## config.mk

```make
export PLATFORM = sky130hd
export DESIGN_NAME = csi2_rx_top
export DESIGN_NICKNAME = d
export VERILOG_FILES = /design/src/design/csi2_pkg.sv /design/src/design/csi2_lane_deskew.sv /design/src/design/csi2_lane_aligner.sv /design/src/design/csi2_lane_merge.sv /design/src/design/csi2_pkt_decoder.sv /design/src/design/csi2_video_fifo.sv /design/src/design/csi2_rx_top.sv
export SDC_FILE = /design/constraint.sdc
export NUM_CORES = 1
export LEC_CHECK = 0
export ABC_AREA = 1
export BUFFER_PORTS_ARGS = -buffer_cell sky130_fd_sc_hd__buf_4
export CORE_MARGIN = 2
export CORE_UTILIZATION = 60
export CTS_CLUSTER_SIZE = 25
export DETAILED_ROUTE_END_ITERATION = 6
export GPL_ROUTABILITY_DRIVEN = 0
export GPL_TIMING_DRIVEN = 0
export PLACE_DENSITY = 0.8
export RECOVER_POWER = 100
export SKIP_CTS_REPAIR_TIMING = 1
export SYNTH_ARGS = -nofsm -noshare
export SYNTH_HDL_FRONTEND = slang
export SYNTH_SLANG_ARGS = --single-unit
```

## constraint.sdc

```tcl
create_clock -name px_clk_i -period 3 [get_ports px_clk_i]
set_input_delay 0.15 -clock px_clk_i [delete_from_list [all_inputs] [get_ports px_clk_i]]
set_output_delay 0.15 -clock px_clk_i [all_outputs]
set_load 0.1 [all_outputs]
```

## src/design/csi2_pkg.sv

```systemverilog
`default_nettype none

package csi2_pkg;

  localparam int NUM_LANES      = 2;
  localparam int MAX_LANE_DELAY = 3;

  // D-PHY leader sync byte
  localparam logic [7:0] SYNC_BYTE = 8'hB8;

  localparam logic [5:0] DT_FRAME_START = 6'h00;
  localparam logic [5:0] DT_FRAME_END   = 6'h01;
  localparam logic [5:0] DT_LONG_MIN    = 6'h10;

  // Hamming masks over header bits 23:0, entry i gives ECC bit i
  localparam logic [5:0][23:0] ECC_MASK = {
    24'hEFFC00,
    24'hDF03F0,
    24'hB8E38E,
    24'h749A6D,
    24'hF2555B,
    24'hF12CB7
  };

  localparam int FIFO_DEPTH = 16;
  localparam int FIFO_AW    = $clog2(FIFO_DEPTH);

  // Packet decoder states
  localparam logic [1:0] ST_HEADER  = 2'd0;
  localparam logic [1:0] ST_PAYLOAD = 2'd1;
  localparam logic [1:0] ST_CRC     = 2'd2;
  localparam logic [1:0] ST_DISCARD = 2'd3;

  // Byte 0 is DI, bytes 1..2 are WC low first, byte 3 is ECC
  typedef union packed {
    struct packed {
      logic [7:0]  ecc;
      logic [23:0] data;
    } raw;
    struct packed {
      logic [7:0]  ecc;
      logic [15:0] wc;
      logic [1:0]  vc;
      logic [5:0]  dt;
    } fields;
  } csi2_header_u;

endpackage

`default_nettype wire

```

## src/design/csi2_lane_deskew.sv

```systemverilog
`timescale 1ns/1ps
`default_nettype none

module csi2_lane_deskew import csi2_pkg::*; (
  input  logic                           px_clk_i,
  input  logic                           rst_n_i,
  input  logic [NUM_LANES-1:0][7:0]      lane_byte_i,
  input  logic [NUM_LANES-1:0]           lane_valid_i,
  input  logic [NUM_LANES-1:0][1:0]      lane_delay_i,
  output logic [NUM_LANES-1:0][7:0]      dsk_byte_o,
  output logic [NUM_LANES-1:0]           dsk_valid_o
);

  logic [NUM_LANES-1:0][MAX_LANE_DELAY-1:0][7:0] byte_sr;
  logic [NUM_LANES-1:0][MAX_LANE_DELAY-1:0]      valid_sr;

  always_ff @(posedge px_clk_i or negedge rst_n_i) begin
    if (!rst_n_i) begin
      valid_sr <= '0;
    end else begin
      for (int l = 0; l < NUM_LANES; l++) begin
        valid_sr[l] <= {valid_sr[l][MAX_LANE_DELAY-2:0], lane_valid_i[l]};
      end
    end
  end

  always_ff @(posedge px_clk_i) begin
    for (int l = 0; l < NUM_LANES; l++) begin
      byte_sr[l] <= {byte_sr[l][MAX_LANE_DELAY-2:0], lane_byte_i[l]};
    end
  end

  // Tap select, zero delay bypasses the shift register
  always_comb begin
    for (int l = 0; l < NUM_LANES; l++) begin
      if (lane_delay_i[l] == 2'd0) begin
        dsk_byte_o[l]  = lane_byte_i[l];
        dsk_valid_o[l] = lane_valid_i[l];
      end else begin
        dsk_byte_o[l]  = byte_sr[l][lane_delay_i[l] - 2'd1];
        dsk_valid_o[l] = valid_sr[l][lane_delay_i[l] - 2'd1];
      end
    end
  end

endmodule

`default_nettype wire

```

## src/design/csi2_lane_aligner.sv

```systemverilog
`timescale 1ns/1ps
`default_nettype none

module csi2_lane_aligner import csi2_pkg::*; (
  input  logic       px_clk_i,
  input  logic       rst_n_i,
  input  logic [7:0] byte_i,
  input  logic       valid_i,
  output logic [7:0] byte_o,
  output logic       valid_o,
  output logic       locked_o
);

  logic [7:0]  prev_q;
  logic        valid_q;
  logic        locked_q;
  logic [2:0]  offset_q;
  logic [15:0] window;
  logic        hit;
  logic [2:0]  hit_off;
  logic        emit;

  // Bits arrive LSB first, so the older byte sits in the low half
  assign window = {byte_i, prev_q};

  always_comb begin
    hit     = 1'b0;
    hit_off = 3'd0;
    for (int o = 7; o >= 0; o--) begin
      if (window[o +: 8] == SYNC_BYTE) begin
        hit     = 1'b1;
        hit_off = 3'(o);
      end
    end
  end

  // With offset 0 the last byte is still whole in prev_q when valid falls
  assign emit = locked_q && (valid_i || (valid_q && offset_q == 3'd0));

  always_ff @(posedge px_clk_i or negedge rst_n_i) begin
    if (!rst_n_i) begin
      prev_q   <= '0;
      valid_q  <= 1'b0;
      locked_q <= 1'b0;
      offset_q <= '0;
      valid_o  <= 1'b0;
    end else begin
      prev_q  <= valid_i ? byte_i : 8'h00;
      valid_q <= valid_i;
      valid_o <= emit;
      if (!locked_q) begin
        if (valid_i && hit) begin
          locked_q <= 1'b1;
          offset_q <= hit_off;
        end
      end else if (!valid_i && !valid_q) begin
        // Held one extra cycle so the flushed byte still leaves locked
        locked_q <= 1'b0;
      end
    end
  end

  always_ff @(posedge px_clk_i) begin
    if (emit) begin
      byte_o <= window[offset_q +: 8];
    end
  end

  assign locked_o = locked_q;

  a_valid_locked : assert property (
    @(posedge px_clk_i) disable iff (!rst_n_i) valid_o |-> locked_o
  );

endmodule

`default_nettype wire

```

## src/design/csi2_lane_merge.sv

```systemverilog
`timescale 1ns/1ps
`default_nettype none

module csi2_lane_merge import csi2_pkg::*; (
  input  logic                      px_clk_i,
  input  logic                      rst_n_i,
  input  logic [NUM_LANES-1:0][7:0] al_byte_i,
  input  logic [NUM_LANES-1:0]      al_valid_i,
  output logic [15:0]               word_o,
  output logic                      valid_o,
  output logic                      eob_o,
  output logic                      skew_err_o
);

  logic all_valid;
  logic any_valid;
  logic any_q;
  logic mismatch;
  logic mismatch_q;

  assign all_valid = &al_valid_i;
  assign any_valid = |al_valid_i;
  assign mismatch  = any_valid && !all_valid;

  always_ff @(posedge px_clk_i or negedge rst_n_i) begin
    if (!rst_n_i) begin
      valid_o    <= 1'b0;
      any_q      <= 1'b0;
      eob_o      <= 1'b0;
      mismatch_q <= 1'b0;
      skew_err_o <= 1'b0;
    end else begin
      valid_o    <= all_valid;
      any_q      <= any_valid;
      eob_o      <= any_q && !any_valid;
      mismatch_q <= mismatch;
      // One pulse per run of unmatched lane cycles
      skew_err_o <= mismatch && !mismatch_q;
    end
  end

  // Lane 0 lands in the low byte
  always_ff @(posedge px_clk_i) begin
    if (all_valid) begin
      word_o <= al_byte_i;
    end
  end

  a_eob_idle : assert property (
    @(posedge px_clk_i) disable iff (!rst_n_i) eob_o |-> !valid_o
  );

endmodule

`default_nettype wire

```

## src/design/csi2_pkt_decoder.sv

```systemverilog
`timescale 1ns/1ps
`default_nettype none

module csi2_pkt_decoder import csi2_pkg::*; (
  input  logic        px_clk_i,
  input  logic        rst_n_i,
  input  logic [15:0] word_i,
  input  logic        valid_i,
  input  logic        eob_i,
  output logic        wr_o,
  output logic [15:0] wr_data_o,
  output logic        wr_user_o,
  output logic        wr_last_o,
  output logic        header_err_o
);

  logic [1:0]   state_q;
  logic         hdr_half_q;
  logic [15:0]  hdr_lo_q;
  logic [14:0]  words_left_q;
  logic         fs_pending_q;
  csi2_header_u hdr;
  logic [7:0]   ecc_calc;
  logic         ecc_bad;

  function automatic logic [7:0] calc_ecc(input logic [23:0] data);
    logic [7:0] ecc;
    ecc = 8'h00;
    for (int i = 0; i < 6; i++) begin
      ecc[i] = ^(data & ECC_MASK[i]);
    end
    return ecc;
  endfunction

  // Second header word carries bytes 2 and 3
  assign hdr      = {word_i, hdr_lo_q};
  assign ecc_calc = calc_ecc(hdr.raw.data);
  assign ecc_bad  = ecc_calc != hdr.raw.ecc;

  always_ff @(posedge px_clk_i or negedge rst_n_i) begin
    if (!rst_n_i) begin
      state_q      <= ST_HEADER;
      hdr_half_q   <= 1'b0;
      words_left_q <= '0;
      fs_pending_q <= 1'b0;
      wr_o         <= 1'b0;
      wr_user_o    <= 1'b0;
      wr_last_o    <= 1'b0;
      header_err_o <= 1'b0;
    end else begin
      wr_o         <= 1'b0;
      wr_last_o    <= 1'b0;
      header_err_o <= 1'b0;
      if (eob_i) begin
        state_q    <= ST_HEADER;
        hdr_half_q <= 1'b0;
      end else if (valid_i) begin
        case (state_q)
          ST_HEADER: begin
            hdr_half_q <= !hdr_half_q;
            if (hdr_half_q) begin
              if (ecc_bad) begin
                header_err_o <= 1'b1;
                state_q      <= ST_DISCARD;
              end else if (hdr.fields.dt == DT_FRAME_START) begin
                fs_pending_q <= 1'b1;
                state_q      <= ST_DISCARD;
              end else if (hdr.fields.dt >= DT_LONG_MIN && hdr.fields.wc[15:1] != 15'd0) begin
                words_left_q <= hdr.fields.wc[15:1];
                state_q      <= ST_PAYLOAD;
              end else begin
                // Frame end and other short packets carry no video
                state_q <= ST_DISCARD;
              end
            end
          end
          ST_PAYLOAD: begin
            wr_o         <= 1'b1;
            wr_user_o    <= fs_pending_q;
            fs_pending_q <= 1'b0;
            wr_last_o    <= words_left_q == 15'd1;
            words_left_q <= words_left_q - 15'd1;
            if (words_left_q == 15'd1) begin
              state_q <= ST_CRC;
            end
          end
          // CRC word is dropped unchecked
          ST_CRC: state_q <= ST_DISCARD;
          default: ;
        endcase
      end
    end
  end

  always_ff @(posedge px_clk_i) begin
    // First header word holds bytes 0 and 1
    if (valid_i && state_q == ST_HEADER && !hdr_half_q) begin
      hdr_lo_q <= word_i;
    end
    if (valid_i && state_q == ST_PAYLOAD) begin
      wr_data_o <= word_i;
    end
  end

  a_last_with_wr : assert property (
    @(posedge px_clk_i) disable iff (!rst_n_i) wr_last_o |-> wr_o
  );

endmodule

`default_nettype wire

```

## src/design/csi2_video_fifo.sv

```systemverilog
`timescale 1ns/1ps
`default_nettype none

module csi2_video_fifo import csi2_pkg::*; (
  input  logic        px_clk_i,
  input  logic        rst_n_i,
  input  logic        wr_i,
  input  logic [15:0] wr_data_i,
  input  logic        wr_user_i,
  input  logic        wr_last_i,
  input  logic        tready_i,
  output logic [15:0] tdata_o,
  output logic        tvalid_o,
  output logic        tuser_o,
  output logic        tlast_o,
  output logic        overflow_o
);

  logic [17:0]        mem_q [FIFO_DEPTH];
  logic [FIFO_AW-1:0] wr_ptr_q;
  logic [FIFO_AW-1:0] rd_ptr_q;
  logic [FIFO_AW:0]   count_q;
  logic               full;
  logic               wr_en;
  logic               rd_en;

  assign full  = count_q == (FIFO_AW+1)'(FIFO_DEPTH);
  assign wr_en = wr_i && !full;
  assign rd_en = tvalid_o && tready_i;

  always_ff @(posedge px_clk_i or negedge rst_n_i) begin
    if (!rst_n_i) begin
      wr_ptr_q   <= '0;
      rd_ptr_q   <= '0;
      count_q    <= '0;
      overflow_o <= 1'b0;
    end else begin
      if (wr_en) begin
        wr_ptr_q <= wr_ptr_q + 1'b1;
      end
      if (rd_en) begin
        rd_ptr_q <= rd_ptr_q + 1'b1;
      end
      case ({wr_en, rd_en})
        2'b10:   count_q <= count_q + 1'b1;
        2'b01:   count_q <= count_q - 1'b1;
        default: ;
      endcase
      // Sticky until reset
      if (wr_i && full) begin
        overflow_o <= 1'b1;
      end
    end
  end

  always_ff @(posedge px_clk_i) begin
    if (wr_en) begin
      mem_q[wr_ptr_q] <= {wr_last_i, wr_user_i, wr_data_i};
    end
  end

  assign tvalid_o                     = count_q != '0;
  assign {tlast_o, tuser_o, tdata_o} = mem_q[rd_ptr_q];

  a_count_bound : assert property (
    @(posedge px_clk_i) disable iff (!rst_n_i) count_q <= (FIFO_AW+1)'(FIFO_DEPTH)
  );

endmodule

`default_nettype wire

```

## src/design/csi2_rx_top.sv

```systemverilog
`timescale 1ns/1ps
`default_nettype none

module csi2_rx_top import csi2_pkg::*; (
  input  logic        px_clk_i,
  input  logic        rst_n_i,
  input  logic [7:0]  lane0_byte_i,
  input  logic [7:0]  lane1_byte_i,
  input  logic        lane0_valid_i,
  input  logic        lane1_valid_i,
  input  logic [1:0]  lane0_delay_i,
  input  logic [1:0]  lane1_delay_i,
  input  logic        video_tready_i,
  output logic [15:0] video_tdata_o,
  output logic        video_tvalid_o,
  output logic        video_tuser_o,
  output logic        video_tlast_o,
  output logic        header_err_o,
  output logic        skew_err_o,
  output logic        overflow_o
);

  logic [NUM_LANES-1:0][7:0] dsk_byte;
  logic [NUM_LANES-1:0]      dsk_valid;
  logic [NUM_LANES-1:0][7:0] al_byte;
  logic [NUM_LANES-1:0]      al_valid;
  logic [NUM_LANES-1:0]      al_locked;
  logic [15:0]               mg_word;
  logic                      mg_valid;
  logic                      mg_eob;
  logic                      fifo_wr;
  logic [15:0]               fifo_wr_data;
  logic                      fifo_wr_user;
  logic                      fifo_wr_last;

  csi2_lane_deskew u_deskew (
    .px_clk_i     ( px_clk_i                       ),
    .rst_n_i      ( rst_n_i                        ),
    .lane_byte_i  ( {lane1_byte_i, lane0_byte_i}   ),
    .lane_valid_i ( {lane1_valid_i, lane0_valid_i} ),
    .lane_delay_i ( {lane1_delay_i, lane0_delay_i} ),
    .dsk_byte_o   ( dsk_byte                       ),
    .dsk_valid_o  ( dsk_valid                      )
  );

  for (genvar g = 0; g < NUM_LANES; g++) begin : g_lane
    csi2_lane_aligner u_aligner (
      .px_clk_i ( px_clk_i     ),
      .rst_n_i  ( rst_n_i      ),
      .byte_i   ( dsk_byte[g]  ),
      .valid_i  ( dsk_valid[g] ),
      .byte_o   ( al_byte[g]   ),
      .valid_o  ( al_valid[g]  ),
      .locked_o ( al_locked[g] )
    );
  end

  csi2_lane_merge u_merge (
    .px_clk_i   ( px_clk_i   ),
    .rst_n_i    ( rst_n_i    ),
    .al_byte_i  ( al_byte    ),
    .al_valid_i ( al_valid   ),
    .word_o     ( mg_word    ),
    .valid_o    ( mg_valid   ),
    .eob_o      ( mg_eob     ),
    .skew_err_o ( skew_err_o )
  );

  csi2_pkt_decoder u_decoder (
    .px_clk_i     ( px_clk_i     ),
    .rst_n_i      ( rst_n_i      ),
    .word_i       ( mg_word      ),
    .valid_i      ( mg_valid     ),
    .eob_i        ( mg_eob       ),
    .wr_o         ( fifo_wr      ),
    .wr_data_o    ( fifo_wr_data ),
    .wr_user_o    ( fifo_wr_user ),
    .wr_last_o    ( fifo_wr_last ),
    .header_err_o ( header_err_o )
  );

  csi2_video_fifo u_fifo (
    .px_clk_i   ( px_clk_i       ),
    .rst_n_i    ( rst_n_i        ),
    .wr_i       ( fifo_wr        ),
    .wr_data_i  ( fifo_wr_data   ),
    .wr_user_i  ( fifo_wr_user   ),
    .wr_last_i  ( fifo_wr_last   ),
    .tready_i   ( video_tready_i ),
    .tdata_o    ( video_tdata_o  ),
    .tvalid_o   ( video_tvalid_o ),
    .tuser_o    ( video_tuser_o  ),
    .tlast_o    ( video_tlast_o  ),
    .overflow_o ( overflow_o     )
  );

endmodule

`default_nettype wire

```

; ---- Word level (Yosys, flattened, before mapping)
; Memories as Yosys holds them, arrays and structs flattened.
; Cells that the tools add are included.
[totals]
ff_bits = 188
latchBits = 0
mem_bits_rw = 288
romBits = 0
inputBits = 25
out_inout_bits = 22
wordCells = 229
n_memories = 1
[op_classes]
add_sub_neg = 7
n_mul = 0
div_mod_pow = 0
n_lt_le_gt_ge = 3
eq_ne = 30
n_shift = 2
muxes = 86
bitwise_logic = 3
n_reduce_logical = 57
[mem_list]
columns = memory, words, word_bits, rd, rd_ports_with_merged_regs, write_ports, line_no
row1 = u_fifo.mem_q, 16, 18, 1, 0, 1, csi2_video_fifo.sv:19  ; logic [17:0] mem_q [FIFO_DEPTH];
[op_table]
columns = op, count
row1 = 24-bit XOR reduction, 6
row2 = "8-bit == test, second input constant", 16
row3 = 15-bit 2-to-1 mux, 4
row4 = 3-bit 2-to-1 mux, 16
row5 = 8-bit 2-to-1 mux, 6
row6 = 1-bit 2-to-1 mux, 45
row7 = 8-bit binary-select mux with 2-bit select, 2
row8 = 16-bit by 4-bit variable part select with 8-bit output, 2
row9 = 15-bit one-hot mux with 2 select lines, 1
row10 = 1-bit logical AND, 18
row11 = "15-bit by 1-bit == test with 1-bit output, second input constant", 1
row12 = 15-bit nonzero test, 1
row13 = "15-bit by 1-bit subtractor with 15-bit output, second input constant", 1
row14 = 2-bit 2-to-1 mux, 7
row15 = 5-bit one-hot mux with 2 select lines, 1
row16 = 1-bit logical NOT, 9
row17 = "4-bit by 1-bit adder with 4-bit output, second input constant", 2
row18 = 6-bit by 8-bit inequality test with 1-bit output, 1
row19 = 2-bit AND reduction, 4
row20 = 2-bit nonzero test, 4
row21 = 7-bit AND reduction, 1
row22 = "6-bit by 5-bit >= comparator with 1-bit output, second input constant", 1
row23 = 2-bit logical NOT, 3
row24 = 3-bit logical NOT, 2
row25 = other kinds (22), 34

; ---- Longest topological paths before layout
[logic_depth]
word_depth = 16
ltp_mapped = 19
depth_no_buf = 18

; ---- Cells and area by module
; A second synthesis with hierarchy kept.
[unflattened]
cells_unflattened = 2439
area_unflattened_um2 = 21998.6
[by_module_without_submodules]
columns = mod, n_inst, cells_per_inst, area_per_inst_um2, seq_area_each_um2
row1 = csi2_video_fifo, 1, 1242, 12894.9, 8998.6
row2 = csi2_pkt_decoder, 1, 519, 3639.7, 1536.5
row3 = csi2_lane_aligner, 2, 198, 1387.6, 590.6
row4 = csi2_lane_deskew, 1, 252, 2029.4, 1111.1
row5 = csi2_lane_merge, 1, 30, 659.4, 605.6

; ---- Worst setup path after synthesis
; No wires, ideal clock.
[synth_path]
path_kind = register to register
from = register u_fifo.count_q[1]
to = register u_fifo.count_q[4]
setup_time_ps = 125
arrival_ps = 3049
required_ps = 2875
setup_slack_ps = -175
path_stages_with_launch = 14
path_cell_list = dfrtp_1 > nor4_1 > nand2_1 > nand2_1 > inv_1 > ha_1 > ha_1 > nand2_1 > nor2_1 > a211oi_1 > nand2_1 > nand2_1 > nor2_1 > xor2_1
[synth_via]
word_cells_on_any_way = 11
[synth_lines]
columns = element, line_no
row1 = "start, declared", csi2_video_fifo.sv:22  ; logic [FIFO_AW:0] count_q;
row2 = "start signal, assigned", csi2_video_fifo.sv:45  ; 2'b10: count_q <= count_q + 1'b1;
row3 = "start signal, assigned", csi2_video_fifo.sv:46  ; 2'b01: count_q <= count_q - 1'b1;
row4 = 5-bit nonzero test (*), csi2_video_fifo.sv:62  ; assign tvalid_o = count_q != '0;
row5 = net video_tvalid_o, csi2_rx_top.sv:15  ; output logic video_tvalid_o,
row6 = 1-bit logical AND (*), csi2_video_fifo.sv:29  ; assign rd_en = tvalid_o && tready_i;
row7 = net u_fifo.rd_en, csi2_video_fifo.sv:25  ; logic rd_en;
row8 = 2-bit by 1-bit == test with 1-bit output / 2-bit == test (equally long branches), csi2_video_fifo.sv:44  ; case ({wr_en, rd_en})
row9 = 5-bit one-hot mux with 2 select lines / 2-bit nonzero test (equally long branches), --
; The timed path passes the listed nets; every way through them passes the cells marked *.
; A chain may end at the register's enable or synchronous reset.

; ---- Worst setup path in the final report
[layout_path]
from = register u_fifo.rd_ptr_q[1]
to = output video_tdata_o[2]
[layout_via]
elab_chain_cells = 1
[layout_lines]
columns = element, line_no
row1 = "start, declared", csi2_video_fifo.sv:21  ; logic [FIFO_AW-1:0] rd_ptr_q;
row2 = "start signal, assigned", csi2_video_fifo.sv:42  ; rd_ptr_q <= rd_ptr_q + 1'b1;
row3 = memory 16 x 18 bit, --
row4 = "end, declared", csi2_rx_top.sv:14  ; output logic [15:0] video_tdata_o,
; Every way passes these cells.

==> qor.txt <==
Worst Path Max Fanout - 10
initial core utilization - 0.610
CTS Buffer Depth - 3
vias in the first global route - 14744
P_int - 12.2 mW
min cycle time layout - 3.09 ns
Combinational Power Share - 0.344
Die Wd - 189 µm
cell area after layout - 23200 µm²
status - finished, violations left
top cells by area, synth - edfxtp_1 52%, dfrtp_1 9.3%, nand2_1 6.1%, dfxtp_1 4.7%, o21ai_0 3.9%
final worst path period share - 1.03
Worst Clk Skew - 0.0331 ns
fin worst setup slack - -0.0866 ns
clock-pin slew on the worst setup and hold paths - 0.06 ns
IO Port Bufs - 46
Avg Inst Size Synth - 11.1 µm²
Cell Pwr Density - 857 nW/µm²
area delta synth->final - 13.4%
non-filler instance count after layout - 2470
WP data required - 2.85 ns
Chip Height - 189 µm
area leader, netlist - edfxtp_1
initial antenna violation count - 0
antenna cell count - 0
syn nets - 1902
clk root buf - clkbuf_16
Setup WS pre-CTS - -0.0526 ns
global-route wire length before repair - 80.6 mm
Post-Syn Area - 20500 µm²
# H-tree levels - 2
Switching Share - 0.388
Clock power frac - 0.285
ys async rst share - 0.160
1st-iter DRT viols - 2070
Peak VDD IR - 1370 µV
vias after detailed routing - 15043
final hold vios - 0
fillers - 2275
WP data arrival - 2.94 ns
antenna-violating nets left - 0
Synth top area share - 0.516
Cell Area, Placed - 21800 µm²
Tightest Hold Check Type - in2reg
Final Max Tran Viols - 77
Yosys reg bits - 476
Inst Count DP - 2365
Static Leak - 9.26 nW
Util after Layout - 0.691
Core ar. - 33600 µm²
hpwl dp - 34.5 mm
Setup crit end kind - output pin
sequential-to-total area share from yosys stat - 0.656
Die ar. - 35600 µm²
unrepaired setup endpoints after global routing - yes
drc violations - 0
Clock Latency Late Sink - 0.57 ns
Power Total - 19.9 mW
count leader, synth - edfxtp_1
ratio of cells with drive above 1 in the final layout - 0.0920
FMAX - 324 MHz
first-pass detailed-route iteration total - 7
Yosys cell types - 46
switching power - 7.72 mW
Cell Rows - 67
Setup CP Type - reg2out
Post-synth EDFFs - 352
cts bufs inserted - 47
Nets - 2033
total clock sinks - 476
Vias/cell - 6.09
total grt overflow - 0
Commonest cells post-synth - 352 x edfxtp_1, 335 x nand2_1, 207 x nor2_1, 161 x o21ai_0, 141 x inv_1
CTS tree - built
DR WL/cell - 21.1 µm
num ports - 47
GR Util All Layers - 0.293
Worst-Margin Slew - 1.95 ns
Max-slew headroom - -0.299
part of the power in registers - 0.370
Ys Warns - 0
WL final - 52.1 mm
largest net degree at the start of global routing - 77
crit start category - flop
max cap viols - 2
final setup fails - 3
Top FF cell, synth - edfxtp_1
violated checks - max-capacitance violations, max-slew violations, negative setup slack
Post-Synthesis Cells - 1854
## registers in the layout, summed over array words and instances (netlist names), 6 cells and up
name	flops
u_fifo.mem_q	288
u_deskew.byte_sr	48
g_lane.u_aligner.byte_o	16
g_lane.u_aligner.prev_q	16
u_decoder.hdr_lo_q	16
u_decoder.wr_data_o	16
u_merge.word_o	16
u_decoder.words_left_q	15
g_lane.u_aligner.offset_q	6
u_deskew.valid_sr	6
## layout by cell type (no fill, tap or decap), types with 6 or more instances in the layout
cell type      Yosys  routed
nor2_1           207     208
nor4_1             8       7
ha_1              22      22
xnor2_1           15      15
o22ai_1            9       9
dfrtp_1           76      76
nand4_1           33      33
clkinv_2           0       7
nor3_1            17      17
o32ai_1           10      10
clkbuf_16          0      50
xor2_1            19      20
clkbuf_2           0      40
o21a_1             8       8
o21ai_0          161     163
clkbuf_4           0      21
edfxtp_1         352     352
dfxtp_1           48      48
buf_4              2      18
a21oi_1           29      29
mux2i_1           59      59
o211ai_1          14      14
dlygate4sd3_1      0      19
nand3_1          102     103
clkinv_1           3      10
nand2_1          335     335
buf_2             10       6
inv_1            141     142
clkbuf_1          64      61
o221ai_1          56      55
buf_6              2       6
inv_2              7       6
## power by group through the flow
stage / clock network [mW] / registers [mW] / logic (mW)
finish: 5.68 / 7.37 / 6.86
global route: 6.00 / 7.39 / 7.14
CTS: 5.72 / 7.35 / 6.56
detailed placement: 0 / 7.48 / 6.52
global placement: 0 / 7.47 / 6.35
floorplan: 0 / 7.46 / 4.60
## cells by family after synthesis
family / after synthesis / share of synthesized area
DFF: 476 / 0.656
and+or+nand+nor: 722 / 0.149
muxes: 59 / 0.0288
xor gates and xnor gates: 37 / 0.0169
AOI/OAI and AO/OA: 305 / 0.0909
adders and majority gates: 23 / 0.0144
buffers and inverters: 232 / 0.0442
## per-layer routing
metal  vias up  GRT usage  wire [µm]
met5         -          0          0
met4         0      0.145       2660
met3       212     0.0566       5620
met2       931      0.493      25100
met1      7103      0.367      18800
li1       6797          -          -
## final cells by class
type / count / area [µm²] / share of cell area
clock inverter: 22 / 176 / 0.00759
buffer: 81 / 390 / 0.0168
multi-input combinational: 1146 / 6150 / 0.265
sequential: 476 / 13400 / 0.578
clock buffer: 64 / 1320 / 0.0570
tap: 448 / 561 / 0.0241
inverter: 151 / 567 / 0.0244
timing repair buffer: 82 / 627 / 0.0270
## final timing paths
| check | cells after the start | slack, ns | from | endpoint |
|---|---|---|---|---|
| setup / recovery | 6 | -0.09 | u_fifo.rd_ptr_q[1] | video_tdata_o[2] |
| hold / removal | 4 | 0.03 | video_tready_i | u_fifo.rd_ptr_q[1] |
| setup reg to reg | 7 | 0.09 | u_fifo.count_q[0] | u_fifo.mem_q[5][11] |
| hold reg to reg | 0 | 0.34 | u_deskew.byte_sr[12] | u_deskew.byte_sr[20] |
| max in group asynchronous | 2 | 1.15 | rst_n_i | u_decoder.wr_last_o |
| min in group asynchronous | 2 | 0.65 | rst_n_i | u_deskew.valid_sr[5] |
## worst max-delay path, stage by stage (launching register included)
cell      delay, ns
dfrtp_1        0.40
clkbuf_1       0.37
clkbuf_1       0.69
o221ai_1       0.26
o211ai_1       0.20
nand2_1        0.17
buf_4          0.27
## through the flow
stage,hold slack [ns],setup TNS (ns)
2_1_floorplan,-0.146,0
3_3_place_gp,0.263,-8.12
3_5_place_dp,0.264,-0.418
4_1_cts,-0.308,-8.93
5_1_grt,0.0695,-0.790
6_report,0.0331,-0.140
Note: power is estimated with default switching activity, not from simulation.
